[config.mk]
export PLATFORM = sky130hd
export DESIGN_NAME = alu
export DESIGN_NICKNAME = d
export VERILOG_FILES = /design/src/source/pipe_pkg.sv /design/src/source/alu.sv
export SDC_FILE = /design/constraint.sdc
export NUM_CORES = 1
export LEC_CHECK = 0
export ABC_AREA = 1
export CAP_MARGIN = 20
export CORE_MARGIN = 2
export CORE_UTILIZATION = 45
export DETAILED_ROUTE_END_ITERATION = 6
export DONT_BUFFER_PORTS = 1
export PLACE_DENSITY_LB_ADDON = 0.1
export SLEW_MARGIN = 0
export SYNTH_ARGS = -nofsm -noshare
export SYNTH_HDL_FRONTEND = slang
export SYNTH_SLANG_ARGS = --single-unit
[constraint.sdc]
create_clock -name vclk -period 9.23
set_input_delay 1.846 -clock vclk [all_inputs]
set_output_delay 1.846 -clock vclk [all_outputs]
set_load 0.05 [all_outputs]
[src/source/pipe_pkg.sv]
package pipe_pkg;

	// data and register index widths
	typedef logic [31:0] word_t;
	typedef logic [4:0]  reg_addr_t;

	// write-back source, 0 = alu result, 1 = memory data
	typedef logic wbsel_t;

	// operand source code
	// bits [2:1] pick the stage, bit 0 picks alu result or memory data
	typedef logic [2:0] fwd_sel_t;

	localparam fwd_sel_t fwd_rf      = 3'b000;
	localparam fwd_sel_t fwd_ex_alu  = 3'b010;
	localparam fwd_sel_t fwd_mem_alu = 3'b100;
	localparam fwd_sel_t fwd_wb_alu  = 3'b110;
	localparam fwd_sel_t fwd_wb_mem  = 3'b111;

	typedef enum logic [2:0] {
		op_add, op_sub, op_and, op_or, op_xor, op_addi, op_load, op_store
	} op_t;

	// what a stage will write back
	typedef struct packed {
		logic      valid;
		logic      regwr;
		wbsel_t    wbsel;
		reg_addr_t rd;
	} stage_ctl_t;

	// decoded instruction at the issue port
	typedef struct packed {
		op_t                op;
		reg_addr_t          rd;
		reg_addr_t          rs1;
		reg_addr_t          rs2;
		logic signed [15:0] imm;
	} issue_t;

endpackage
[src/source/alu.sv]
`timescale 1ns/1ps

module alu (
	input  pipe_pkg::op_t   op,
	input  pipe_pkg::word_t a,
	input  pipe_pkg::word_t b,
	input  pipe_pkg::word_t imm,
	output pipe_pkg::word_t result
);
	import pipe_pkg::*;

	always_comb begin
		case (op)
			op_add: result = a + b;
			op_sub: result = a - b;
			op_and: result = a & b;
			op_or:  result = a | b;
			op_xor: result = a ^ b;
			// immediate add and load/store address
			op_addi,
			op_load,
			op_store: result = a + imm;
			default: result = '0;
		endcase
	end

endmodule

==> metrics <==
hold buffers post-CTS=0; gr ovfl total=0; Max IR drop VDD=0.05101 mV; final setup vio count=0; DIE AREA=12,330 sq um; Crit. path cell count=15; vias in the first global route=5,694; unrepaired setup endpoints after global routing=no; initial DRC count=around 610; crit path max fanout=53; CP Capture Point=result[16]; DIE HEIGHT=111.0 um; Pre-antenna DRT Iters=5; post-synth top area share=24.99%; DR vias=6,067; row count=39; Syn Area/Cell=slightly below 6 sq um; Synth cell types=44; GPL Wtd Cong=1.011; total length of routed met2 wires=8163 um; Final Critical Period=7.570 ns; Ant. Diodes=0; Setup crit start kind=primary input; # fillers=approximately 1,300; antenna violations before repair=0; I/O Pins=131; largest net degree at the start of global routing=54; GRT Util Overall=a little under a third; Die W=between 100 and 150 um; Worst Hold Class=primary input to output pin; cells after synthesis=891; Leakage Power=~2.7 nW; crit path capture type=output pin; setup ws final=1.660 ns; area occupied by multi-input gates=4568 sq um; Layout area overhead=2.475%; Seq/Total Area, Yosys=0%; Nets=1,080; register area=0 sq um; status=complete, no violations; PortBufs=0; DRC Markers=0; Post-CTS Setup Inserts=0; crit path from=op[1]; placed cell count=1,018; Post-Route WL=19,610 um; vias per cell=slightly below 6; Synth Cell Area=a little over 5000 sq um; worst rel slew slack=24.88%; fin cells=1,018; f_max=132.1 MHz; Seq cells=0; CP top delay family=compound AO/OA/AOI/OAI gates; WP buf/inv=3; pwr dens=90.60 nW/um^2; max_cap viols=0; Post-Route Setup TNS=0 ns; top cells by area, synth=ha_1 (25%), nand2_1 (14%), inv_1 (9.0%), a21oi_1 (7.5%), nor2_1 (7.4%); initial core utilization=45.55%; Hold Fails Final Rpt=0; top sig layer=met4; Slowest cell on crit path=o21ai_1; Hold Path Origin=b[12]; post-synth top area cell=ha_1; Least-Margin Pin Slew=1.126 ns; WP data required=approximately 7.4 ns; met3 wire length=2238 um; pre-CTS WS=1.763 ns; area of the core=11,320 sq um; critical path class=primary input to output pin; DP HPWL=16,580 um; layout cell share with drive strength beyond 1=6.057%; largest incremental delay on the critical path=0.78 ns; yosys warns=0; antenna-violating nets left=0; clock buf count=0; Mapped Nets=approximately 1,100; final worst path period share=82.01%; fin. max-slew vios=0; post-cts resize count=0; routed metal-1 wirelength=about 9100 um; WP data arrival=5.72 ns; wire per inst=between 15 and 20 um; global-route wire length before repair=just over 30,000 um; Cell Chain, Critical Path=inv_1 -> nand2_1 -> inv_1 -> nor2_4 -> inv_2 -> o21ai_0 -> o22ai_1 -> ha_1 -> a21oi_1 -> o21ai_0 -> a31oi_1 -> nor2_1 -> o21ai_1 -> nand2_1 -> o21ai_1
-- metrics by stage --
step	hold WS, ns	util (%)	total power (W)	area [sq um]
finish	4.159	46.67	0.0004787	5284
detailed placement	4.156	46.67	0.0004707	5284
floorplan	4.139	-	0.0003770	5156
global route	4.229	46.67	0.0005218	5284
global placement	4.162	46.61	0.0004662	5276
CTS	4.162	46.67	0.0004727	5284
-- cells in the mapped netlist, drive strengths merged, types with 8 or more instances --
cell type,n
nor2,120
nand2,199
xor2,13
nand3,52
a221oi,22
clkbuf,11
nor3,12
ha,103
buf,12
a22oi,22
o2111ai,8
nand4,16
a21oi,77
inv,129
o21ai,62
-- final cells by class --
cell class	count	share of cell area, %
inverters	129	9.164
well taps	143	3.386
repair buffers	7	0.9946
multi-input cells	739	86.46
-- cell usage in the layout (no fill, tap or decap), types with 2 or more instances in the layout --
| cell type | count |
|---|---|
| nand2_1 | 189 |
| inv_1 | 124 |
| ha_1 | 103 |
| nor2_1 | 99 |
| a21oi_1 | 77 |
| nand3_1 | 48 |
| o21ai_0 | 42 |
| a221oi_1 | 22 |
| a22oi_1 | 20 |
| o21ai_1 | 17 |
| nand4_1 | 16 |
| nor2_2 | 13 |
| xor2_1 | 13 |
| nor3_1 | 12 |
| nor2_4 | 8 |
| nand2_2 | 8 |
| o2111ai_1 | 8 |
| buf_4 | 7 |
| inv_2 | 5 |
| nand3_2 | 4 |
| o21a_1 | 4 |
| a32oi_1 | 3 |
| o22ai_1 | 3 |
| a211oi_1 | 3 |
| o21ai_2 | 3 |
| o21bai_1 | 3 |
| a31oi_1 | 3 |
| nand2_4 | 2 |
| nor4_1 | 2 |
| nand3b_1 | 2 |
| a22oi_2 | 2 |
| xnor2_1 | 2 |
-- kinds of logic after synthesis --
family | count (synthesis) | share of synthesized area (%)
and+or+nand+nor | 405 | 34.92
AOI/OAI and AO/OA | 215 | 25.65
buffers and inverters | 152 | 11.50
adders and majority gates | 104 | 25.38
xor gates and xnor gates | 15 | 2.548
-- where the power goes --
part           leakage, nW  internal, W  total [W]  switching (W)
combinational         2.67     0.000120   0.000479       0.000358
clock                    0            0          0              0
sequential               0            0          0              0
total                 2.67     0.000120   0.000479       0.000358
-- worst min-delay path by stage --
| stage | endpoint | slack, ns | cells past startpoint |
|---|---|---|---|
| after global routing | result[31] | 4.23 | 5 |
| after global placement | result[31] | 4.16 | 5 |
| after CTS | result[12] | 4.16 | 4 |
| after floorplan | result[31] | 4.14 | 5 |
| after detailed placement | result[12] | 4.16 | 4 |
| final | result[12] | 4.16 | 4 |
-- tightest hold or removal path, delay by kind of cell --
kind	cells	cell delay, ns
AND/OR/NAND/NOR	1	0.05
buffers and inverters	1	0.21
AO/OA/AOI/OAI	1	0.09
adder cells (fa/ha/maj)	1	0.12
-- per-layer routing --
metal  vias up  global-route usage, %
met2       309                  46.75
met4         0                 0.8230
met3        10                  6.178
li1       2990                      -
met1      2758                  47.23
met5         -                      0
Power figures use the tool's default switching activity.
