===== src/source/pipe_pkg.sv =====
package pipe_pkg;

	// data and register index widths
	typedef logic [31:0] word_t;
	typedef logic [4:0]  reg_addr_t;

	// write-back source, 0 = alu result, 1 = memory data
	typedef logic wbsel_t;

	// operand source code
	// bits [2:1] pick the stage, bit 0 picks alu result or memory data
	typedef logic [2:0] fwd_sel_t;

	localparam fwd_sel_t fwd_rf      = 3'b000;
	localparam fwd_sel_t fwd_ex_alu  = 3'b010;
	localparam fwd_sel_t fwd_mem_alu = 3'b100;
	localparam fwd_sel_t fwd_wb_alu  = 3'b110;
	localparam fwd_sel_t fwd_wb_mem  = 3'b111;

	typedef enum logic [2:0] {
		op_add, op_sub, op_and, op_or, op_xor, op_addi, op_load, op_store
	} op_t;

	// what a stage will write back
	typedef struct packed {
		logic      valid;
		logic      regwr;
		wbsel_t    wbsel;
		reg_addr_t rd;
	} stage_ctl_t;

	// decoded instruction at the issue port
	typedef struct packed {
		op_t                op;
		reg_addr_t          rd;
		reg_addr_t          rs1;
		reg_addr_t          rs2;
		logic signed [15:0] imm;
	} issue_t;

endpackage

===== src/source/operand_mux.sv =====
`timescale 1ns/1ps

module operand_mux (
	input  pipe_pkg::fwd_sel_t sel,
	input  pipe_pkg::word_t    rf_val,
	input  pipe_pkg::word_t    ex_alu,
	input  pipe_pkg::word_t    mem_alu,
	input  pipe_pkg::word_t    wb_alu,
	input  pipe_pkg::word_t    wb_mem,
	output pipe_pkg::word_t    operand
);
	import pipe_pkg::*;

	always_comb begin
		case (sel)
			fwd_ex_alu:  operand = ex_alu;
			fwd_mem_alu: operand = mem_alu;
			fwd_wb_alu:  operand = wb_alu;
			fwd_wb_mem:  operand = wb_mem;
			// fwd_rf and the unused codes
			default:     operand = rf_val;
		endcase
	end

endmodule


===== config.mk =====
export PLATFORM = sky130hd
export DESIGN_NAME = operand_mux
export DESIGN_NICKNAME = d
export VERILOG_FILES = /design/src/source/pipe_pkg.sv /design/src/source/operand_mux.sv
export SDC_FILE = /design/constraint.sdc
export NUM_CORES = 1
export LEC_CHECK = 0
export BUFFER_PORTS_ARGS = -buffer_cell sky130_fd_sc_hd__buf_2
export CAP_MARGIN = 20
export CORE_AREA = 2 2 75 77
export DETAILED_ROUTE_END_ITERATION = 12
export DIE_AREA = 0 0 77 79
export PLACE_DENSITY_LB_ADDON = 0.25
export SLEW_MARGIN = 20
export SYNTH_ARGS = -nofsm -noshare
export SYNTH_HDL_FRONTEND = slang
export SYNTH_SLANG_ARGS = --single-unit

===== constraint.sdc =====
create_clock -name vclk -period 1.2
set_input_delay 0 -clock vclk [all_inputs]
set_output_delay 0 -clock vclk [all_outputs]
set_load 0.03 [all_outputs]

==> results.txt <==
The run finished with clean final reports. The placer congestion estimate is 0.804. Timing would allow up to 0.905 GHz. The critical path is of the in2out type. The number of global-route vias before repair is 2165. The detailed router placed 2282 vias in this run. The total number of nets in the final design is 575. The worst slew margin relative to its limit came out at 79.9%. The sequential cells in the finished layout cover a total of 0 um^2. Once layout is complete, the utilization of the core stands at 45.8%. Of the post-synthesis cell area, the dominant cell type holds 23.6%.

The area of the mapped netlist is 1360 um^2. The first-pass iteration count of the detailed router is 4. The largest area contributor in the synthesized netlist is sky130_fd_sc_hd__mux2i_1.

The core region area came out at 5340 um^2. STA classifies the critical path startpoint as an input pin. The HPWL after detailed placement came out at 5340 um. The multi-input gate area in the final layout came out at 1180 um^2. The global-route wire length before repair came out at 10200 um. The count of input and output buffers is 195. The detail route stage leaves a number of antenna-violating nets equal to 0. The detailed router finished its first iteration with 80 violations. The number of nets in the synthesized netlist came out at 385. The worst path setup slack after routing is 0.0952 ns.

The number of fillers in the final layout is 579. Of all nets on the critical path, the largest fanout is 8. The post-route minimum period came out at 1.10 ns. The endpoint kind of the worst setup timing path is a primary output.

The fraction of final layout cells with drive strength greater than 1 came out at 52.2%. The standard-cell row count is 27. Once layout is complete, the cells apart from fillers number 482. The number of standard cells after synthesis came out at 222. The count of sequential standard cells is 0. The area of the die came out at 6080 um^2.

The number of antenna violations at the first check in global routing was 1. The layout-stage area growth over the synthesis result came out at 79.9%. In this run the power density over the cells is 475 nW/um^2. After synthesis, the cell types taking the most area are sky130_fd_sc_hd__mux2i_1 (24%), sky130_fd_sc_hd__o22a_1 (21%), sky130_fd_sc_hd__nor2_1 (18%), sky130_fd_sc_hd__a21oi_1 (12%), sky130_fd_sc_hd__o21ai_0 (11%).

Setup repair after global routing could not meet its margin everywhere. The number of top-level design ports came out at 195. The transition at the pin with the smallest max-transition slack is 0.301 ns. The number of placed instances with taps included came out at 482. The repair_antennas step left the layout with diodes totalling 0. Entering global routing, the biggest net connects 33 pins.

For this run, the number of Yosys warnings is 0. In the finished design, the share of the clock period the worst path needs comes to 92.1%. A synthesized cell averages 6.13 um^2. The final max-slew violation count is 0. Across the VDD grid, the largest voltage drop is 252 uV. The number of distinct library cells after synthesis is 16. The y dimension of the die came out at 79 um.

The number of endpoints failing setup at the final stage came out at 0. The count of clock-net buffers in the final layout is 0. The floorplan die width is 77 um. The starting utilization of the core area is 25.5%.

The count of hold-fix buffers inserted at cts is 0. Setup total negative slack on the finished layout was measured at 0 ns. Timing analysis after detailed placement gives a worst setup slack of 0.0871 ns. The number of design rule violations left after detail routing is 0. The total overflow left after global routing is 0. The leakage power total is 0.00138 uW.

Sequential elements use 0% of the synthesized area. The final-report hold violation count came to 0. The worst hold slack across all endpoints is 0.359 ns.

Across the run, the number of max-cap violations was 0. The wire length reported by the detailed router is 6470 um. The arrival time of data at the critical path endpoint came out at 1.10 ns. The min-delay analysis places its worst path in the category in2out. The routed wire length per instance is 13.4 um. The required time of the critical path is 1.20 ns. The average via count per standard cell is 4.73. The total track usage came out at 19.8%.
stage by stage:
step	cell area [um^2]	power, uW
6_report	2450	1160
5_1_grt	2450	1270
4_1_cts	2450	1170
3_5_place_dp	2450	1170
3_3_place_gp	2450	1160
2_1_floorplan	1360	701
cell families (layout without fill, tap and decap cells):
family	Yosys count	in the layout	synth area share (%)
buffers and inverters	26	214	13.1
muxes	32	32	23.6
and+or+nand+nor	67	67	18.9
AOI/OAI and AO/OA	97	97	44.5
per-layer routing:
metal	part of all wire, %	global-route usage, %
met1	42	25.2
met2	51	37.3
met3	6.3	2.50
met4	0.31	1.07
met5	0.11	0
cell usage in the layout (no fill, tap or decap), types with 2 or more instances in the layout:
cell | netlist | layout
sky130_fd_sc_hd__o22a_1 | 32 | 32
sky130_fd_sc_hd__o21ai_0 | 31 | 31
sky130_fd_sc_hd__nor2_1 | 64 | 64
sky130_fd_sc_hd__buf_2 | 7 | 195
sky130_fd_sc_hd__buf_4 | 4 | 12
sky130_fd_sc_hd__buf_12 | 0 | 5
sky130_fd_sc_hd__o21ai_1 | 2 | 2
sky130_fd_sc_hd__mux2i_1 | 32 | 32
sky130_fd_sc_hd__a21oi_1 | 32 | 32
Yosys cell counts:
library cell                n
sky130_fd_sc_hd__buf_2      7
sky130_fd_sc_hd__inv_1      1
sky130_fd_sc_hd__nand2_2    1
sky130_fd_sc_hd__clkbuf_1   6
sky130_fd_sc_hd__buf_8      1
sky130_fd_sc_hd__nand2b_1   1
sky130_fd_sc_hd__o21ai_0   31
sky130_fd_sc_hd__nand2_1    1
sky130_fd_sc_hd__buf_6      6
sky130_fd_sc_hd__o22a_1    32
sky130_fd_sc_hd__nor2_1    64
sky130_fd_sc_hd__buf_4      4
sky130_fd_sc_hd__o21ai_1    2
sky130_fd_sc_hd__mux2i_1   32
sky130_fd_sc_hd__a21oi_1   32
sky130_fd_sc_hd__inv_2      1
worst max-delay path, cell delays in order:
cell	delay (ns)
sky130_fd_sc_hd__buf_2	0.14
sky130_fd_sc_hd__nand2b_1	0.18
sky130_fd_sc_hd__buf_4	0.19
sky130_fd_sc_hd__nor2_1	0.04
sky130_fd_sc_hd__a21oi_1	0.19
sky130_fd_sc_hd__o22a_1	0.17
sky130_fd_sc_hd__buf_2	0.19
timing repair:
action | 4_1_cts | 5_1_grt
buffers inserted | 0 | 0
gates resized for setup | 0 | 0
endpoints found under the setup margin | 0 | 8
area by class of cell:
class	instances	area share, %
multi-input cells	196	48.3
repair buffers	212	47.7
well taps	72	3.68
inverters	2	0.307
where the power goes:
part           internal, uW  leakage [uW]  switching, uW
Clock                     0             0              0
Combinational           529       0.00138            634
Sequential                0             0              0
worst paths after layout:
path	start	end	slack, ns	cells past startpoint
max	sel[1]	operand[23]	0.1	7
min	rf_val[22]	operand[22]	0.36	3
Power figures use the tool's default switching activity.
