[config.mk]
export PLATFORM = sky130hd
export DESIGN_NAME = data_mem
export DESIGN_NICKNAME = d
export VERILOG_FILES = /design/src/source/pipe_pkg.sv /design/src/source/data_mem.sv
export SDC_FILE = /design/constraint.sdc
export NUM_CORES = 2
export LEC_CHECK = 0
export ABC_AREA = 1
export BUFFER_PORTS_ARGS = -buffer_cell sky130_fd_sc_hd__buf_2
export CAP_MARGIN = 30
export CORE_ASPECT_RATIO = 1.1
export CORE_MARGIN = 2
export CORE_UTILIZATION = 55
export DETAILED_ROUTE_END_ITERATION = 12
export GPL_ROUTABILITY_DRIVEN = 0
export PLACE_DENSITY = 0.71
export SLEW_MARGIN = 25
export SYNTH_ARGS = -nofsm -noshare
export SYNTH_HDL_FRONTEND = slang
export SYNTH_SLANG_ARGS = --single-unit
[constraint.sdc]
create_clock -name clk -period 3.7 [get_ports clk]
set_clock_uncertainty 0.05 [all_clocks]
set_input_delay 0.37 -clock clk [delete_from_list [all_inputs] [get_ports clk]]
set_output_delay 0.37 -clock clk [all_outputs]
set_load 0.01 [all_outputs]
[src/source/pipe_pkg.sv]
package pipe_pkg;

	// data and register index widths
	typedef logic [31:0] word_t;
	typedef logic [4:0]  reg_addr_t;

	// write-back source, 0 = alu result, 1 = memory data
	typedef logic wbsel_t;

	// operand source code
	// bits [2:1] pick the stage, bit 0 picks alu result or memory data
	typedef logic [2:0] fwd_sel_t;

	localparam fwd_sel_t fwd_rf      = 3'b000;
	localparam fwd_sel_t fwd_ex_alu  = 3'b010;
	localparam fwd_sel_t fwd_mem_alu = 3'b100;
	localparam fwd_sel_t fwd_wb_alu  = 3'b110;
	localparam fwd_sel_t fwd_wb_mem  = 3'b111;

	typedef enum logic [2:0] {
		op_add, op_sub, op_and, op_or, op_xor, op_addi, op_load, op_store
	} op_t;

	// what a stage will write back
	typedef struct packed {
		logic      valid;
		logic      regwr;
		wbsel_t    wbsel;
		reg_addr_t rd;
	} stage_ctl_t;

	// decoded instruction at the issue port
	typedef struct packed {
		op_t                op;
		reg_addr_t          rd;
		reg_addr_t          rs1;
		reg_addr_t          rs2;
		logic signed [15:0] imm;
	} issue_t;

endpackage
[src/source/data_mem.sv]
`timescale 1ns/1ps

module data_mem #(
	parameter int MEM_DEPTH = 64
) (
	input  logic            clk,
	input  logic            rst,
	input  pipe_pkg::word_t addr,
	input  logic            wr_en,
	input  pipe_pkg::word_t wr_data,
	output pipe_pkg::word_t rd_data
);
	import pipe_pkg::*;

	localparam int IDX_W = $clog2(MEM_DEPTH);

	word_t             mem [MEM_DEPTH];
	logic [IDX_W-1:0]  idx;

	// drop the byte offset, wrap at the memory size
	assign idx = IDX_W'((addr >> 2) % MEM_DEPTH);

	always_ff @(posedge clk) begin
		if (rst) begin
			for (int i = 0; i < MEM_DEPTH; i++) begin
				mem[i] <= '0;
			end
			rd_data <= '0;
		end else begin
			// read returns the word before this edge's write
			rd_data <= mem[idx];
			if (wr_en)
				mem[idx] <= wr_data;
		end
	end

endmodule

==> out/qor.txt <==
Vias = 74,800
crit share post-route = 0.668
final setup fails = 0
Synth Register Bits = 2,080
Fin Hold WS = 0.0471 ns
Detailed Route WL = 294,000 um
DP HPWL = 175,000 um
post-route antenna net violation count = 0
Int Power = 39.7 mW
Worst Max-Slew Pin Slew = 1.04 ns
clk slew on worst S/H paths = 0.06 ns
die height = 442 um
Peak VDD IR = 590 uV
WL/cell = 22.3 um
layout cell share with drive strength beyond 1 = 0.0676
Net Sw Frac = 0.249
Post-Syn Nets = 11,000
Worst Path Max Fanout = 38
Slew Viols, Final = 0
# rows = 160
Logic pwr share = 0.092
die width = 403 um
CTS tree = yes
Final #Nets = 10,800
slowest CP cell = nor3_4
port bufs = 72
Mapped Area = 96,100 um2
Critical Path End Type = flop
CP max stage delay = 0.92 ns
P_leak = 47.0 nW
Hold Violations, Final = 0
P_sw = 13.2 mW
sequential cell area = 62,100 um2
Finished Layout Cells = 13,200
Crit Path Class = in2reg
Root Buffer = clkbuf_16
Max Cap Viol = 0
unrepaired setup endpoints after global routing = no
largest net degree at the start of global routing = 127
setup bufs post-CTS = 0
power density over cell area = 500 nW/um2
sequential power share = 0.518
Synth Warn # = 0
Vias per Instance = 5.66
CP Data Arrival Time = 2.98 ns
total power = 52.9 mW
filler cell count = 14,200
Clock Latency Late Sink = 0.89 ns
DP Cell Count = 12,800
outcome = finished, final reports clean
Placeable Area = 173,000 um2
post-synthesis sequential area ratio = 0.646
Final min period = 2.47 ns
WP data required = 4.20 ns
startpoint types = input pin
full die area = 178,000 um2
H-Tree Depth = 4
Fmax achieved = 404 MHz
mean post-synth cell area = 8.76 um2
multi-input logic area = 30,400 um2
Synth cell types = 21
first-pass GRT wire length = 436,000 um
setup_tns = 0 ns
DR DRC count = 0
First DRT Iteration DRCs = 10,900
DRT Pass-1 Iters = 8
clock sink count = 2,080
cts repair resizes = 0
GRT Overall Usage = 0.327
Inserted Clock Buffers = 206
Slew HR = 0.303
Starting Density = 0.555
gr ovfl total = 0
CTS max path bufs = 3
number of antenna violations at the first check in global routing = 12
Min-Delay Path Class = in2reg
Layout area overhead = 10.1%
number of global-route vias before repair = 69,900
clock power share = 0.391
total I/O pin count = 99
cells after synthesis = 11,000
crit-path cells = buf_8 > buf_4 > nor3_4 > nand2_1 > nand2_1 > buf_4
[path summary, 6_finish.rpt]
| kind | start | to | slack, ns | cells after the start |
|---|---|---|---|---|
| setup / recovery | addr[2] | mem[54][5]$_SDFFCE_PN0P_ | 1.23 | 6 |
| hold / removal | wr_data[31] | mem[35][31]$_SDFFCE_PN0P_ | 0.05 | 4 |
| setup reg to reg | mem[47][6]$_SDFFCE_PN0P_ | rd_data[6]$_SDFF_PP0_ | 1.50 | 10 |
| hold reg to reg | mem[24][30]$_SDFFCE_PN0P_ | rd_data[30]$_SDFF_PP0_ | 0.79 | 6 |
[registers in the layout (all words and copies together), names as in the netlist]
| register | count |
|---|---|
| mem | 2048 |
| rd_data | 32 |
[Yosys cell counts]
| master | count | area [um2] |
|---|---|---|
| o21ai_0 | 9 | 45.0 |
| inv_1 | 19 | 71.3 |
| nor3_2 | 1 | 10.0 |
| o211ai_1 | 8 | 60.1 |
| inv_2 | 33 | 124 |
| nor2_2 | 1 | 6.26 |
| a21oi_1 | 32 | 160 |
| or2_2 | 3 | 18.8 |
| nor2_1 | 2129 | 7990 |
| buf_1 | 24 | 90.1 |
| buf_2 | 286 | 1430 |
| buf_4 | 3 | 22.5 |
| nand3_1 | 6 | 30.0 |
| nor3_1 | 5 | 25.0 |
| nor3_4 | 1 | 16.3 |
| dfxtp_1 | 32 | 641 |
| nand2_1 | 5821 | 21800 |
| clkbuf_1 | 512 | 1920 |
| edfxtp_1 | 2048 | 61500 |
| nand2_2 | 1 | 6.26 |
| nor4_4 | 5 | 106 |
[critical path, delay by kind of cell]
family / cells / cell delay (ns)
buf+inv: 3 / 0.84
simple gates: 3 / 1.71
[routing by layer]
| layer | track usage | part of all wire | vias to the layer above |
|---|---|---|---|
| li1 | - | - | 34100 |
| met1 | 0.445 | 0.37 | 35300 |
| met4 | 0.157 | 0.050 | 18 |
| met3 | 0.0748 | 0.13 | 673 |
| met5 | 0 | 0.00043 | - |
| met2 | 0.498 | 0.45 | 4663 |
[power by group through the flow]
stage	registers (mW)	logic [mW]	clock network, mW
floorplan	27.8	2.84	0
global placement	27.9	4.66	0
detailed placement	27.9	4.72	0
CTS	27.4	4.74	20.7
global route	27.5	5.23	21.6
finish	27.4	4.85	20.7
[through the flow]
step / util / setup slack, ns / cell area [um2]
after floorplan: - / 0.996 / 96100
after global placement: 0.573 / 0.615 / 99200
after CTS: 0.611 / 1.42 / 106000
final: 0.611 / 1.23 / 106000
after global routing: 0.611 / 1.25 / 106000
after detailed placement: 0.573 / 0.527 / 99200
[cell type report]
type,instances,area share
clock inverters,120,0.0104
inverters,52,0.00242
repair buffers,403,0.0348
diodes,5,0.000118
flip-flops and latches,2080,0.587
well taps,2268,0.0268
clock buffers,260,0.0517
multi-input cells,8022,0.287
[logic make-up (layout without fill, tap and decap cells)]
logic type             count (synthesis)  in the layout  share of synthesized area
other                                  0              5                          0
buffers and inverters                877            835                     0.0381
and+or+nand+nor                     7973           7973                      0.313
AOI/OAI and AO/OA                     49             49                    0.00276
DFF                                 2080           2080                      0.646
[placed cells by master, fill, tap and decap left out, types with 3 or more instances in the layout]
cell and count:
clkbuf_1 47, nor4_4 5, nor3_2 5, bufinv_16 15, o21ai_0 9, clkinv_16 3
buf_4 266, buf_12 63, buf_2 69, diode_2 5, inv_1 16, inv_16 3
a21oi_1 32, o211ai_1 8, clkbuf_8 3, edfxtp_1 2048, clkinv_2 67, or2_2 3
nor2_4 3, nand3_1 6, clkbuf_16 210, nor2_1 2125, nand2_1 5821, clkinv_8 5
inv_8 3, buf_8 3, clkinvlp_4 3, clkinv_1 52, dfxtp_1 32
[timing repair]
item | CTS | global route
endpoints found under the hold margin | 3 | 0
hold buffers | 1 | 0
endpoints found under the setup margin | 0 | 0
No activity file was read; power rests on OpenSTA's default activity.
