**src/source/pipe_pkg.sv**
```systemverilog
package pipe_pkg;

	// data and register index widths
	typedef logic [31:0] word_t;
	typedef logic [4:0]  reg_addr_t;

	// write-back source, 0 = alu result, 1 = memory data
	typedef logic wbsel_t;

	// operand source code
	// bits [2:1] pick the stage, bit 0 picks alu result or memory data
	typedef logic [2:0] fwd_sel_t;

	localparam fwd_sel_t fwd_rf      = 3'b000;
	localparam fwd_sel_t fwd_ex_alu  = 3'b010;
	localparam fwd_sel_t fwd_mem_alu = 3'b100;
	localparam fwd_sel_t fwd_wb_alu  = 3'b110;
	localparam fwd_sel_t fwd_wb_mem  = 3'b111;

	typedef enum logic [2:0] {
		op_add, op_sub, op_and, op_or, op_xor, op_addi, op_load, op_store
	} op_t;

	// what a stage will write back
	typedef struct packed {
		logic      valid;
		logic      regwr;
		wbsel_t    wbsel;
		reg_addr_t rd;
	} stage_ctl_t;

	// decoded instruction at the issue port
	typedef struct packed {
		op_t                op;
		reg_addr_t          rd;
		reg_addr_t          rs1;
		reg_addr_t          rs2;
		logic signed [15:0] imm;
	} issue_t;

endpackage
```
**src/source/hazard.sv**
```systemverilog
`timescale 1ns/1ps

module hazard (
	input  pipe_pkg::reg_addr_t  id_rs1,
	input  pipe_pkg::reg_addr_t  id_rs2,
	input  pipe_pkg::stage_ctl_t ex_ctl,
	input  pipe_pkg::stage_ctl_t mem_ctl,
	input  pipe_pkg::stage_ctl_t wb_ctl,
	output pipe_pkg::fwd_sel_t   rs1val_cont,
	output pipe_pkg::fwd_sel_t   rs2val_cont,
	output logic                 stall
);
	import pipe_pkg::*;

	logic rs1_wait;
	logic rs2_wait;

	// a stage can only match if it really writes a nonzero register
	function automatic logic hits(input stage_ctl_t s, input reg_addr_t rs);
		return s.valid && s.regwr && (s.rd != '0) && (s.rd == rs);
	endfunction

	// nearest stage first, per operand
	function automatic void resolve(
		input  reg_addr_t  rs,
		input  stage_ctl_t ex,
		input  stage_ctl_t mem,
		input  stage_ctl_t wb,
		output fwd_sel_t   sel,
		output logic       wait_ld
	);
		sel     = fwd_rf;
		wait_ld = 1'b0;
		if (hits(ex, rs)) begin
			// load still in EX, data two cycles away
			if (ex.wbsel)
				wait_ld = 1'b1;
			else
				sel = fwd_ex_alu;
		end else if (hits(mem, rs)) begin
			// load data only shows up in WB
			if (mem.wbsel)
				wait_ld = 1'b1;
			else
				sel = fwd_mem_alu;
		end else if (hits(wb, rs)) begin
			sel = wb.wbsel ? fwd_wb_mem : fwd_wb_alu;
		end
	endfunction

	always_comb begin
		resolve(id_rs1, ex_ctl, mem_ctl, wb_ctl, rs1val_cont, rs1_wait);
		resolve(id_rs2, ex_ctl, mem_ctl, wb_ctl, rs2val_cont, rs2_wait);
	end

	assign stall = rs1_wait | rs2_wait;

endmodule

```
**config.mk**
```make
export PLATFORM = sky130hd
export DESIGN_NAME = hazard
export DESIGN_NICKNAME = d
export VERILOG_FILES = /design/src/source/pipe_pkg.sv /design/src/source/hazard.sv
export SDC_FILE = /design/constraint.sdc
export NUM_CORES = 1
export LEC_CHECK = 0
export ABC_AREA = 1
export BUFFER_PORTS_ARGS = -buffer_cell sky130_fd_sc_hd__buf_2
export CAP_MARGIN = 20
export CELL_PAD_IN_SITES_DETAIL_PLACEMENT = 1
export CELL_PAD_IN_SITES_GLOBAL_PLACEMENT = 1
export CORE_MARGIN = 4
export CORE_UTILIZATION = 27
export DETAILED_ROUTE_END_ITERATION = 7
export PLACE_DENSITY = 0.85
export REMOVE_ABC_BUFFERS = 1
export SYNTH_ARGS = -nofsm -noshare
export SYNTH_HDL_FRONTEND = slang
export SYNTH_SLANG_ARGS = --single-unit
```
**constraint.sdc**
```tcl
create_clock -name vclk -period 0.8
set_input_delay 0 -clock vclk [all_inputs]
set_output_delay 0 -clock vclk [all_outputs]
set_load 0.01 [all_outputs]
```
==> impl_metrics.tcl <==
set metrics [dict create \
    io_pins 41 \
    seq_cell_count 0 \
    yosysTopAreaCellShare_pct 24.1 \
    stdcell_area_um2 1290 \
    post_cts_hold_buffer_count 0 \
    port_buffers 41 \
    final_cells 175 \
    p_clk_share_pct 0 \
    syn_to_final_growth_pct 122 \
    synth.avg_cell_area_um2 5.44 \
    critical_path.startpoint "ex_ctl[0]" \
    power.combinational.fraction_pct 100.0 \
    setup-tns-final_ns -2.16 \
    finalSetupViolCount 7 \
    drtAntennaViolNets 0 \
    clkbuf_count 0 \
    fp.dieArea_um2 2960 \
    synth.top_cells.by_area "sky130_fd_sc_hd__xnor2_1, sky130_fd_sc_hd__nand2_1, sky130_fd_sc_hd__xor2_1, sky130_fd_sc_hd__nor2_1, sky130_fd_sc_hd__inv_1" \
    remaining_drc_errors 0 \
    critPathLaunchType "input port" \
    place.gp.congestion 0.914 \
    grt_use_total_pct 24.5 \
    slew_violations 0 \
    postCtsSetupBuffers 0 \
    synth.lib_cells_used.distinct 11 \
    worst_slack_ns -0.364 \
    power.share.switching_pct 51.6 \
    synthCells 107 \
    ys.warnings.count 0 \
    worstMarginPinSlew_ns 0.243 \
    timing.critical_path.arrival_ns 1.16 \
    coreArea_um2 2000 \
    finalHoldViolCount 0 \
    worstSetupEndpoint "rs2val_cont[0]" \
    wire_length_of_the_first_global_routing_pass_um 5080 \
    slew-limit-headroom_pct 83.8 \
    endpoint_kind "primary output" \
    power.internal_uw 356 \
    die_h_um 54.4 \
    routed-via-count 978 \
    grt_setup_unrepaired "yes" \
    hp-class "in2out" \
    outcome "finished with violations" \
    mappedNetlistArea_um2 582 \
    drive_above_1_share_pct 64.9 \
    fmaxAchievable_mhz 859 \
    grt_start_max_net_pins 5 \
    synthAdderAreaFrac_pct 0 \
    max-cap-violations 0 \
    seq_area_um2 0 \
    power_density_nw_per_um2 571 \
    path_class "in2out" \
    period_minus_slack_ns 1.16 \
    synth-seq-area-share_pct 0 \
    final_period_util_pct 145 \
    place_area_um2 821 \
    p_total_uw 736 \
    die_width_um 54.4 \
    vias_in_the_first_global_route 953 \
    post_dp_hpwl_um 2050 \
    rows 16 \
    avgRoutedWirePerCell_um 25.8 \
    post_synth_and_or_nand_nor_area_fraction_pct 49.9 \
    yosys-mux-area-fraction_pct 0 \
    post_synth_xor_area_fraction_pct 39.1 \
    nets 184 \
    hold-worst-slack_ns 0.385 \
    ir_drop_mv 0.348 \
    post-synth-top-area-cell "sky130_fd_sc_hd__xnor2_1" \
    drtIter0Drc 23 \
    initial_core_util_pct 29.1 \
    timing.critical_path.fanout_max 4 \
    switchingPower_uw 380 \
    synth_top_family_by_area "simple AND/OR/NAND/NOR gates" \
    worst-endpoint-required_ns 0.80 \
    detail_route.first_pass.iterations 4 \
    synth_area_in_compound_gates_pct 1.29 \
    grt.overflow.total 0 \
    placed_cells 175 \
    share_seq_of_total_power_pct 0 \
    ant_diodes 0 \
    violated_checks "setup timing" \
    antenna_found_initial 0 \
    p_leak_nw 0.637 \
    drt-vias-per-instance 5.59 \
    finalWirelength_um 4510 \
]
==> critical path: stages <==
cell and delay [ns]:
sky130_fd_sc_hd__buf_6 0.11, sky130_fd_sc_hd__nor2_4 0.10, sky130_fd_sc_hd__nand2_2 0.07, sky130_fd_sc_hd__o21bai_1 0.21, sky130_fd_sc_hd__inv_2 0.10, sky130_fd_sc_hd__nand3_2 0.12
sky130_fd_sc_hd__nand3_2 0.13, sky130_fd_sc_hd__nor2_2 0.16, sky130_fd_sc_hd__buf_2 0.16
==> Yosys cell counts <==
master,number
sky130_fd_sc_hd__inv_1,15
sky130_fd_sc_hd__nand2_1,26
sky130_fd_sc_hd__nand3_1,10
sky130_fd_sc_hd__nand3_2,2
sky130_fd_sc_hd__nand4_1,3
sky130_fd_sc_hd__nor2_1,21
sky130_fd_sc_hd__nor3_1,1
sky130_fd_sc_hd__nor3_2,2
sky130_fd_sc_hd__o21bai_1,1
sky130_fd_sc_hd__xnor2_1,16
sky130_fd_sc_hd__xor2_1,10
==> power by group through the flow <==
stage          Sequential, mW  Combinational (mW)  Clock [mW]
6_report                    0               0.736           0
4_1_cts                     0               0.548           0
5_1_grt                     0               0.767           0
2_1_floorplan               0               0.199           0
3_5_place_dp                0               0.387           0
3_3_place_gp                0               0.368           0
==> area by class of cell <==
cell class	instances	area (um2)
fill	229	712
inverter	15	56.3
multi-input combinational	92	808
tap	27	33.8
timing repair buffer	41	392
==> cells by family after synthesis <==
logic type	count (synthesis)
AOI/OAI and AO/OA	1
buffers and inverters	15
xor gates and xnor gates	26
and+or+nand+nor	65
==> stage by stage <==
| stage | util (%) | setup WS (ns) |
|---|---|---|
| CTS | 54.5 | -0.181 |
| global route | 64.4 | -0.423 |
| finish | 64.4 | -0.364 |
| floorplan | - | 0.122 |
| global placement | 41.0 | -0.187 |
| detailed placement | 41.0 | -0.230 |
==> worst min path at each step <==
| stage | cells past startpoint | endpoint | from |
|---|---|---|---|
| after floorplan | 2 | rs1val_cont[0] | wb_ctl[5] |
| after global placement | 4 | rs1val_cont[0] | wb_ctl[5] |
| after detailed placement | 4 | rs1val_cont[0] | wb_ctl[5] |
| after CTS | 4 | rs1val_cont[0] | wb_ctl[5] |
| after global routing | 4 | rs2val_cont[0] | wb_ctl[5] |
| final | 4 | rs2val_cont[0] | wb_ctl[5] |
==> cells in the final DEF (no fill, tap or decap) <==
cell type                  count
sky130_fd_sc_hd__nor2_4        4
sky130_fd_sc_hd__inv_2         8
sky130_fd_sc_hd__buf_12        4
sky130_fd_sc_hd__nand2_2      11
sky130_fd_sc_hd__buf_4         1
sky130_fd_sc_hd__nand3_4       2
sky130_fd_sc_hd__inv_1         7
sky130_fd_sc_hd__xor2_1       10
sky130_fd_sc_hd__xnor2_2       8
sky130_fd_sc_hd__nor2_1       10
sky130_fd_sc_hd__nor3_2        1
sky130_fd_sc_hd__buf_8         3
sky130_fd_sc_hd__buf_2        18
sky130_fd_sc_hd__nor2_2        7
sky130_fd_sc_hd__xnor2_4       4
sky130_fd_sc_hd__buf_6        15
sky130_fd_sc_hd__o21bai_1      1
sky130_fd_sc_hd__nand3_1       2
sky130_fd_sc_hd__nand4_1       3
sky130_fd_sc_hd__nor3_4        2
sky130_fd_sc_hd__nand3_2       8
sky130_fd_sc_hd__nand2_1      15
sky130_fd_sc_hd__xnor2_1       4
==> timing repair <==
item / CTS / global route
pin swaps: 25 / 33
gates resized for setup: 69 / 54
setup endpoints to repair: 7 / 7
==> per-layer routing <==
metal  GRT usage, %  up-vias  wire length (um)
met3           3.00       16               389
met2           46.2       72              2180
met5              0        -                 0
met1           29.4      471              1760
li1               -      419                 -
met4           4.15        0               186
No activity file was read; power rests on OpenSTA's default activity.
