File: config.mk
export PLATFORM = sky130hd
export DESIGN_NAME = regfile
export DESIGN_NICKNAME = d
export VERILOG_FILES = /design/src/source/pipe_pkg.sv /design/src/source/regfile.sv
export SDC_FILE = /design/constraint.sdc
export NUM_CORES = 2
export LEC_CHECK = 0
export BUFFER_PORTS_ARGS = -buffer_cell sky130_fd_sc_hd__buf_2
export CORE_UTILIZATION = 44
export CTS_BUF_LIST = sky130_fd_sc_hd__clkbuf_4 sky130_fd_sc_hd__clkbuf_8 sky130_fd_sc_hd__clkbuf_16
export DETAILED_ROUTE_END_ITERATION = 7
export SYNTH_ARGS = -nofsm -noshare
export SYNTH_HDL_FRONTEND = slang
export SYNTH_SLANG_ARGS = --single-unit
File: constraint.sdc
create_clock -name clk -period 2.7 [get_ports clk]
set_input_delay 0.135 -clock clk [delete_from_list [all_inputs] [get_ports clk]]
set_output_delay 0.135 -clock clk [all_outputs]
set_load 0.02 [all_outputs]
File: src/source/pipe_pkg.sv
package pipe_pkg;

	// data and register index widths
	typedef logic [31:0] word_t;
	typedef logic [4:0]  reg_addr_t;

	// write-back source, 0 = alu result, 1 = memory data
	typedef logic wbsel_t;

	// operand source code
	// bits [2:1] pick the stage, bit 0 picks alu result or memory data
	typedef logic [2:0] fwd_sel_t;

	localparam fwd_sel_t fwd_rf      = 3'b000;
	localparam fwd_sel_t fwd_ex_alu  = 3'b010;
	localparam fwd_sel_t fwd_mem_alu = 3'b100;
	localparam fwd_sel_t fwd_wb_alu  = 3'b110;
	localparam fwd_sel_t fwd_wb_mem  = 3'b111;

	typedef enum logic [2:0] {
		op_add, op_sub, op_and, op_or, op_xor, op_addi, op_load, op_store
	} op_t;

	// what a stage will write back
	typedef struct packed {
		logic      valid;
		logic      regwr;
		wbsel_t    wbsel;
		reg_addr_t rd;
	} stage_ctl_t;

	// decoded instruction at the issue port
	typedef struct packed {
		op_t                op;
		reg_addr_t          rd;
		reg_addr_t          rs1;
		reg_addr_t          rs2;
		logic signed [15:0] imm;
	} issue_t;

endpackage
File: src/source/regfile.sv
`timescale 1ns/1ps

module regfile (
	input  logic              clk,
	input  logic              rst,
	input  pipe_pkg::reg_addr_t rd_addr_a,
	input  pipe_pkg::reg_addr_t rd_addr_b,
	output pipe_pkg::word_t   rd_data_a,
	output pipe_pkg::word_t   rd_data_b,
	input  logic              wr_en,
	input  pipe_pkg::reg_addr_t wr_addr,
	input  pipe_pkg::word_t   wr_data
);
	import pipe_pkg::*;

	word_t regs [32];

	// r0 always reads as zero
	assign rd_data_a = (rd_addr_a == '0) ? '0 : regs[rd_addr_a];
	assign rd_data_b = (rd_addr_b == '0) ? '0 : regs[rd_addr_b];

	always_ff @(posedge clk) begin
		if (rst) begin
			for (int i = 0; i < 32; i++) begin
				regs[i] <= '0;
			end
		end else if (wr_en && (wr_addr != '0)) begin
			regs[wr_addr] <= wr_data;
		end
	end

endmodule

==> results by stage <==
Status:
- The flow ran to the end, but the final reports show violations.
- The checks that failed: setup timing.

Layout:
- The area growth from synthesis to layout is 17.5%.
- The finished layout holds between 5000 and 6000 standard cells, fillers aside.
- The fraction of layout cells with a size suffix above 1 is between 30 and 40%.
- The flip-flop count of the largest register after layout is 1024.
- Cells fill a little over half of the core in the end.
- In the final layout, the registers with the most flip-flops are regs x1024.
- Counting the fill cells in the layout gives ~10000.
- The register ranked first by flip-flop count is regs.
- The final layout net count is 3703.

Floorplan:
- The floorplan step defined a die boundary enclosing 125000 µm².
- The die outline width is between 300 and 400 µm.
- After floorplanning, the core was divided into between 100 and 150 placement rows.
- The core box area is between 100000 and 150000 µm².
- approximately 110 I/O pins were placed.
- The initial standard-cell utilization of the core is 44.4%.
- The y dimension of the die is roughly 350 µm.

Critical path:
- The critical path in this run is classified as register to output port.
- On the critical path the largest part of the delay comes from multiplexers.
- STA classifies the critical path endpoint as an output port.
- The maximum single-stage delay on the critical path is about 590 ps.
- The largest fanout on the critical path is 2.
- The required time at the endpoint of the critical path is between 2000 and 3000 ps.
- The critical path goes through mux4_2 -> mux4_2 -> o22ai_2 -> nor3_1 -> buf_2.
- At the worst endpoint, the arrival time is 2710 ps.
- The standard cell with the maximum stage delay on the critical path is sky130_fd_sc_hd__mux4_2.
- STA classifies the critical path startpoint as a register.
- The count of buffering cells on the critical path with inverters included is 1.
- In this design, the critical path's most frequently occurring cell is sky130_fd_sc_hd__mux4_2.

Logic synthesis:
- The commonest register cell after synthesis is sky130_fd_sc_hd__edfxtp_1.
- The cell count after synthesis came out at 3502.
- The count of distinct cell types in the synthesized netlist is 42.
- The simple logic cell fraction of the synthesized area is 13.3%.
- The share of the synthesized area in compound gates (AO/OA/AOI/OAI) is 3.65%.
- In this run the mean area of a mapped cell was 15.5 µm².
- In this run, synthesis inferred between 1000 and 1500 flip-flops with an integrated enable.
- The count of synthesis-stage warnings from yosys is 0.
- Multiplexer cells account for 23.0% of the synthesized area.
- The register bit count reported by yosys is just over 1000.
- The area share of fa/ha/maj cells after synthesis is 0%.
- In this run the cell area of the synthesized design comes to approximately 54000 µm².
- After synthesis, the largest family of logic cells by area is multiplexers.
- The sequential share of the synthesized area is approximately 57%.
- The share of synthesized flip-flops with an asynchronous set or reset is 0%.
- The area share of xor/xnor cells in the synthesized design is 0%.

Power and ir drop:
- The total power density per cell area is 626 nW/µm².
- Net switching is approximately a quarter of the power.
- Registers are responsible for a little under half of the overall power.
- Cell internal power was estimated by the tool at 29900 µW.
- The worst-case vdd ir drop is between 500 and 600 µV.
- The portion of total power attributed to combinational logic is roughly 14%.
- Per report_power, the clock group accounts for approximately two fifths of the total.
- Summed over all nets, the switching power comes to between 10000 and 15000 µW.
- Summing internal, switching and leakage power gives approximately 40000 µW.
- The leakage power of the design is 0.0221 µW.

Hold path:
- The class of the most critical hold timing path is input pin to register.

Placement:
- The placed wire-length estimate after detailed placement is approximately 110000 µm.
- The count of buffers inserted at the top-level ports is ~110.
- At the end of routability-driven placement, the weighted congestion stood at 0.865.
- The cell total after placement is 5165.
- The post-placement setup slack is -304 ps.

STA:
- Setup repair after global routing could not meet its margin everywhere.
- On the final layout, the worst hold slack is approximately 54 ps.
- Once routing completed, OpenROAD measured the worst setup slack at -149 ps.
- The final count of negative-setup-slack endpoints is 31.
- The worst pin sits at a relative slew slack of a little under a third.
- The final number of max-transition violations was 0.
- At the pin with the least slew margin, the transition time is about 1000 ps.
- The number of hold violations in the final report came to 0.
- The final period utilization is 106%.
- Timing would allow up to roughly 0.35 GHz.
- The smallest clock period supported by the final layout is computed as between 2000 and 3000 ps.

GRT:
- The global-route wire length before repair is approximately 260000 µm.
- For this run the aggregate overflow at the end of global routing stands at 0.
- The pin count of the biggest net entering global routing is 50.
- The number of antenna violations at the first check in global routing is 17.
- Across every metal layer, demand over resource in global routing totals 29.0%.
- The via count of the first global-routing pass was between 30000 and 40000.

Route:
- The number of DRC markers in iteration 0 is approximately 4500.
- Before antenna repair, the detailed router went through 5 iterations.
- The routed wirelength normalized by instance count is between 30 and 40 µm.
- The final layout contains routed wiring with a total length of about 180000 µm.
- Using the TritonRoute via totals, the vias-per-cell ratio works out to 6.35.
- The detail route stage leaves a number of antenna-violating nets equal to 0.
- Summing over every cut layer, the via total after detailed routing is approximately 34000.
- In the routed design, unresolved DRC markers number 0.

CTS:
- Buffers inserted during clock tree synthesis total 111.
- The tree is rooted in a sky130_fd_sc_hd__clkbuf_16.
- TritonCTS built the clock tree.
- The number of H-tree levels is 3.
- For this design, the sink count on the clock tree is 1024.
- The clock transition time at the flip-flop clock pins of the worst setup and hold paths is about 60 ps.
- The clock tree buffer depth is 3.

Flow run:
- Across the run, the number of max-cap violations was 0.
## routing by layer
metal | GRT usage (%) | vias to the layer above | wire (µm)
li1 | - | 13900 | -
met1 | 40.2 | 17900 | 73500
met2 | 44.6 | 1918 | 82300
met3 | 5.65 | 397 | 16500
met4 | 12.8 | 12 | 8670
met5 | 0 | - | 77
## metrics by stage
step                      cell area (µm²)  setup TNS [ps]
after floorplan                     54300               0
after global placement              58300            -297
after detailed placement            58300            -304
after CTS                           63300           -4430
after global routing                63700           -4810
final                               63700           -2590
## cell type report
| class | instances | area, µm² | share of cell area [%] |
|---|---|---|---|
| repair buffers | 394 | 3740 | 5.87 |
| multi-input cells | 2120 | 23500 | 36.9 |
| clock inverters | 74 | 694 | 1.09 |
| flip-flops and latches | 1024 | 30700 | 48.2 |
| clock buffers | 126 | 2980 | 4.67 |
| diodes | 8 | 20.0 | 0.0314 |
| inverters | 2 | 7.51 | 0.0118 |
| well taps | 1625 | 2030 | 3.19 |
## layout by cell type (no fill, tap or decap), types with 6 or more instances in the layout
cell / n
sky130_fd_sc_hd__a2111oi_4: 40
sky130_fd_sc_hd__or2_2: 33
sky130_fd_sc_hd__conb_1: 32
sky130_fd_sc_hd__bufinv_16: 13
sky130_fd_sc_hd__buf_2: 72
sky130_fd_sc_hd__mux2i_1: 149
sky130_fd_sc_hd__edfxtp_1: 1024
sky130_fd_sc_hd__nand2_1: 7
sky130_fd_sc_hd__a2111oi_2: 12
sky130_fd_sc_hd__nor2_4: 17
sky130_fd_sc_hd__nor2b_1: 12
sky130_fd_sc_hd__clkbuf_16: 116
sky130_fd_sc_hd__nor3_2: 16
sky130_fd_sc_hd__clkbuf_4: 10
sky130_fd_sc_hd__a22oi_1: 16
sky130_fd_sc_hd__nor2_2: 15
sky130_fd_sc_hd__a22o_1: 29
sky130_fd_sc_hd__a22o_4: 20
sky130_fd_sc_hd__clkinv_2: 18
sky130_fd_sc_hd__clkinv_1: 33
sky130_fd_sc_hd__buf_6: 26
sky130_fd_sc_hd__buf_12: 67
sky130_fd_sc_hd__mux2_2: 29
sky130_fd_sc_hd__o22ai_1: 84
sky130_fd_sc_hd__o22ai_4: 6
sky130_fd_sc_hd__o22ai_2: 13
sky130_fd_sc_hd__mux4_2: 472
sky130_fd_sc_hd__diode_2: 8
sky130_fd_sc_hd__nor3_1: 20
sky130_fd_sc_hd__buf_4: 225
sky130_fd_sc_hd__nor3_4: 18
sky130_fd_sc_hd__and2_1: 994
sky130_fd_sc_hd__a21oi_1: 9
## worst paths after layout
| check | start | endpoint | slack [ps] | cells after the start |
|---|---|---|---|---|
| setup / recovery | regs[28][14] | rd_data_a[14] | -150 | 5 |
| hold / removal | wr_data[13] | regs[28][13] | 50 | 2 |
## cell usage after synthesis (2+ instances only)
master | n | area [µm²]
sky130_fd_sc_hd__buf_1 | 18 | 67.6
sky130_fd_sc_hd__a2111oi_0 | 14 | 123
sky130_fd_sc_hd__a22oi_1 | 16 | 120
sky130_fd_sc_hd__or3_1 | 2 | 12.5
sky130_fd_sc_hd__and2_1 | 995 | 6220
sky130_fd_sc_hd__or2_2 | 33 | 206
sky130_fd_sc_hd__a221oi_1 | 4 | 35.0
sky130_fd_sc_hd__nor2_1 | 36 | 135
sky130_fd_sc_hd__a221o_1 | 2 | 20.0
sky130_fd_sc_hd__nand2b_1 | 5 | 31.3
sky130_fd_sc_hd__nor3_1 | 54 | 270
sky130_fd_sc_hd__buf_6 | 22 | 248
sky130_fd_sc_hd__a21oi_1 | 12 | 60.1
sky130_fd_sc_hd__clkbuf_1 | 272 | 1020
sky130_fd_sc_hd__nand4bb_1 | 2 | 22.5
sky130_fd_sc_hd__edfxtp_1 | 1024 | 30700
sky130_fd_sc_hd__o21ai_0 | 4 | 20.0
sky130_fd_sc_hd__mux2i_1 | 150 | 1500
sky130_fd_sc_hd__a32o_1 | 4 | 40.0
sky130_fd_sc_hd__nor2b_1 | 14 | 87.6
sky130_fd_sc_hd__o22ai_1 | 103 | 644
sky130_fd_sc_hd__a22o_1 | 51 | 447
sky130_fd_sc_hd__inv_1 | 2 | 7.51
sky130_fd_sc_hd__and3_1 | 3 | 18.8
sky130_fd_sc_hd__a2111oi_1 | 41 | 410
sky130_fd_sc_hd__nor4b_1 | 2 | 17.5
sky130_fd_sc_hd__or3b_2 | 4 | 35.0
sky130_fd_sc_hd__nand2_1 | 7 | 26.3
sky130_fd_sc_hd__mux2_2 | 30 | 338
sky130_fd_sc_hd__mux4_2 | 472 | 10600
sky130_fd_sc_hd__buf_2 | 44 | 220
sky130_fd_sc_hd__buf_4 | 31 | 233
sky130_fd_sc_hd__nor4_1 | 6 | 37.5
sky130_fd_sc_hd__a211oi_1 | 7 | 52.6
sky130_fd_sc_hd__nand3b_1 | 5 | 37.5
sky130_fd_sc_hd__nand3_1 | 5 | 25.0
## what timing repair did
| action | in CTS | in global routing |
|---|---|---|
| setup endpoints to repair | 62 | 61 |
| hold buffers | 1 | 0 |
| hold endpoints to repair | 2 | 0 |
| setup buffers | 9 | 4 |
| resized for setup | 225 | 73 |
| pin swaps | 90 | 22 |
## cells by family after synthesis
logic type             Yosys count
AND/OR/NAND/NOR               1177
flip-flops                    1024
multiplexers                   652
buffers and inverters          389
AO/OA/AOI/OAI                  259
other                            1
## power groups by stage
stage / combinational, µW / sequential [µW] / clock [µW]
after detailed placement: 4960 / 19200 / 0
after floorplan: 2990 / 18900 / 0
after global routing: 5700 / 18900 / 16200
after global placement: 4940 / 19100 / 0
final: 5500 / 18800 / 15600
after CTS: 5360 / 18800 / 15700
Power figures use the tool's default switching activity.
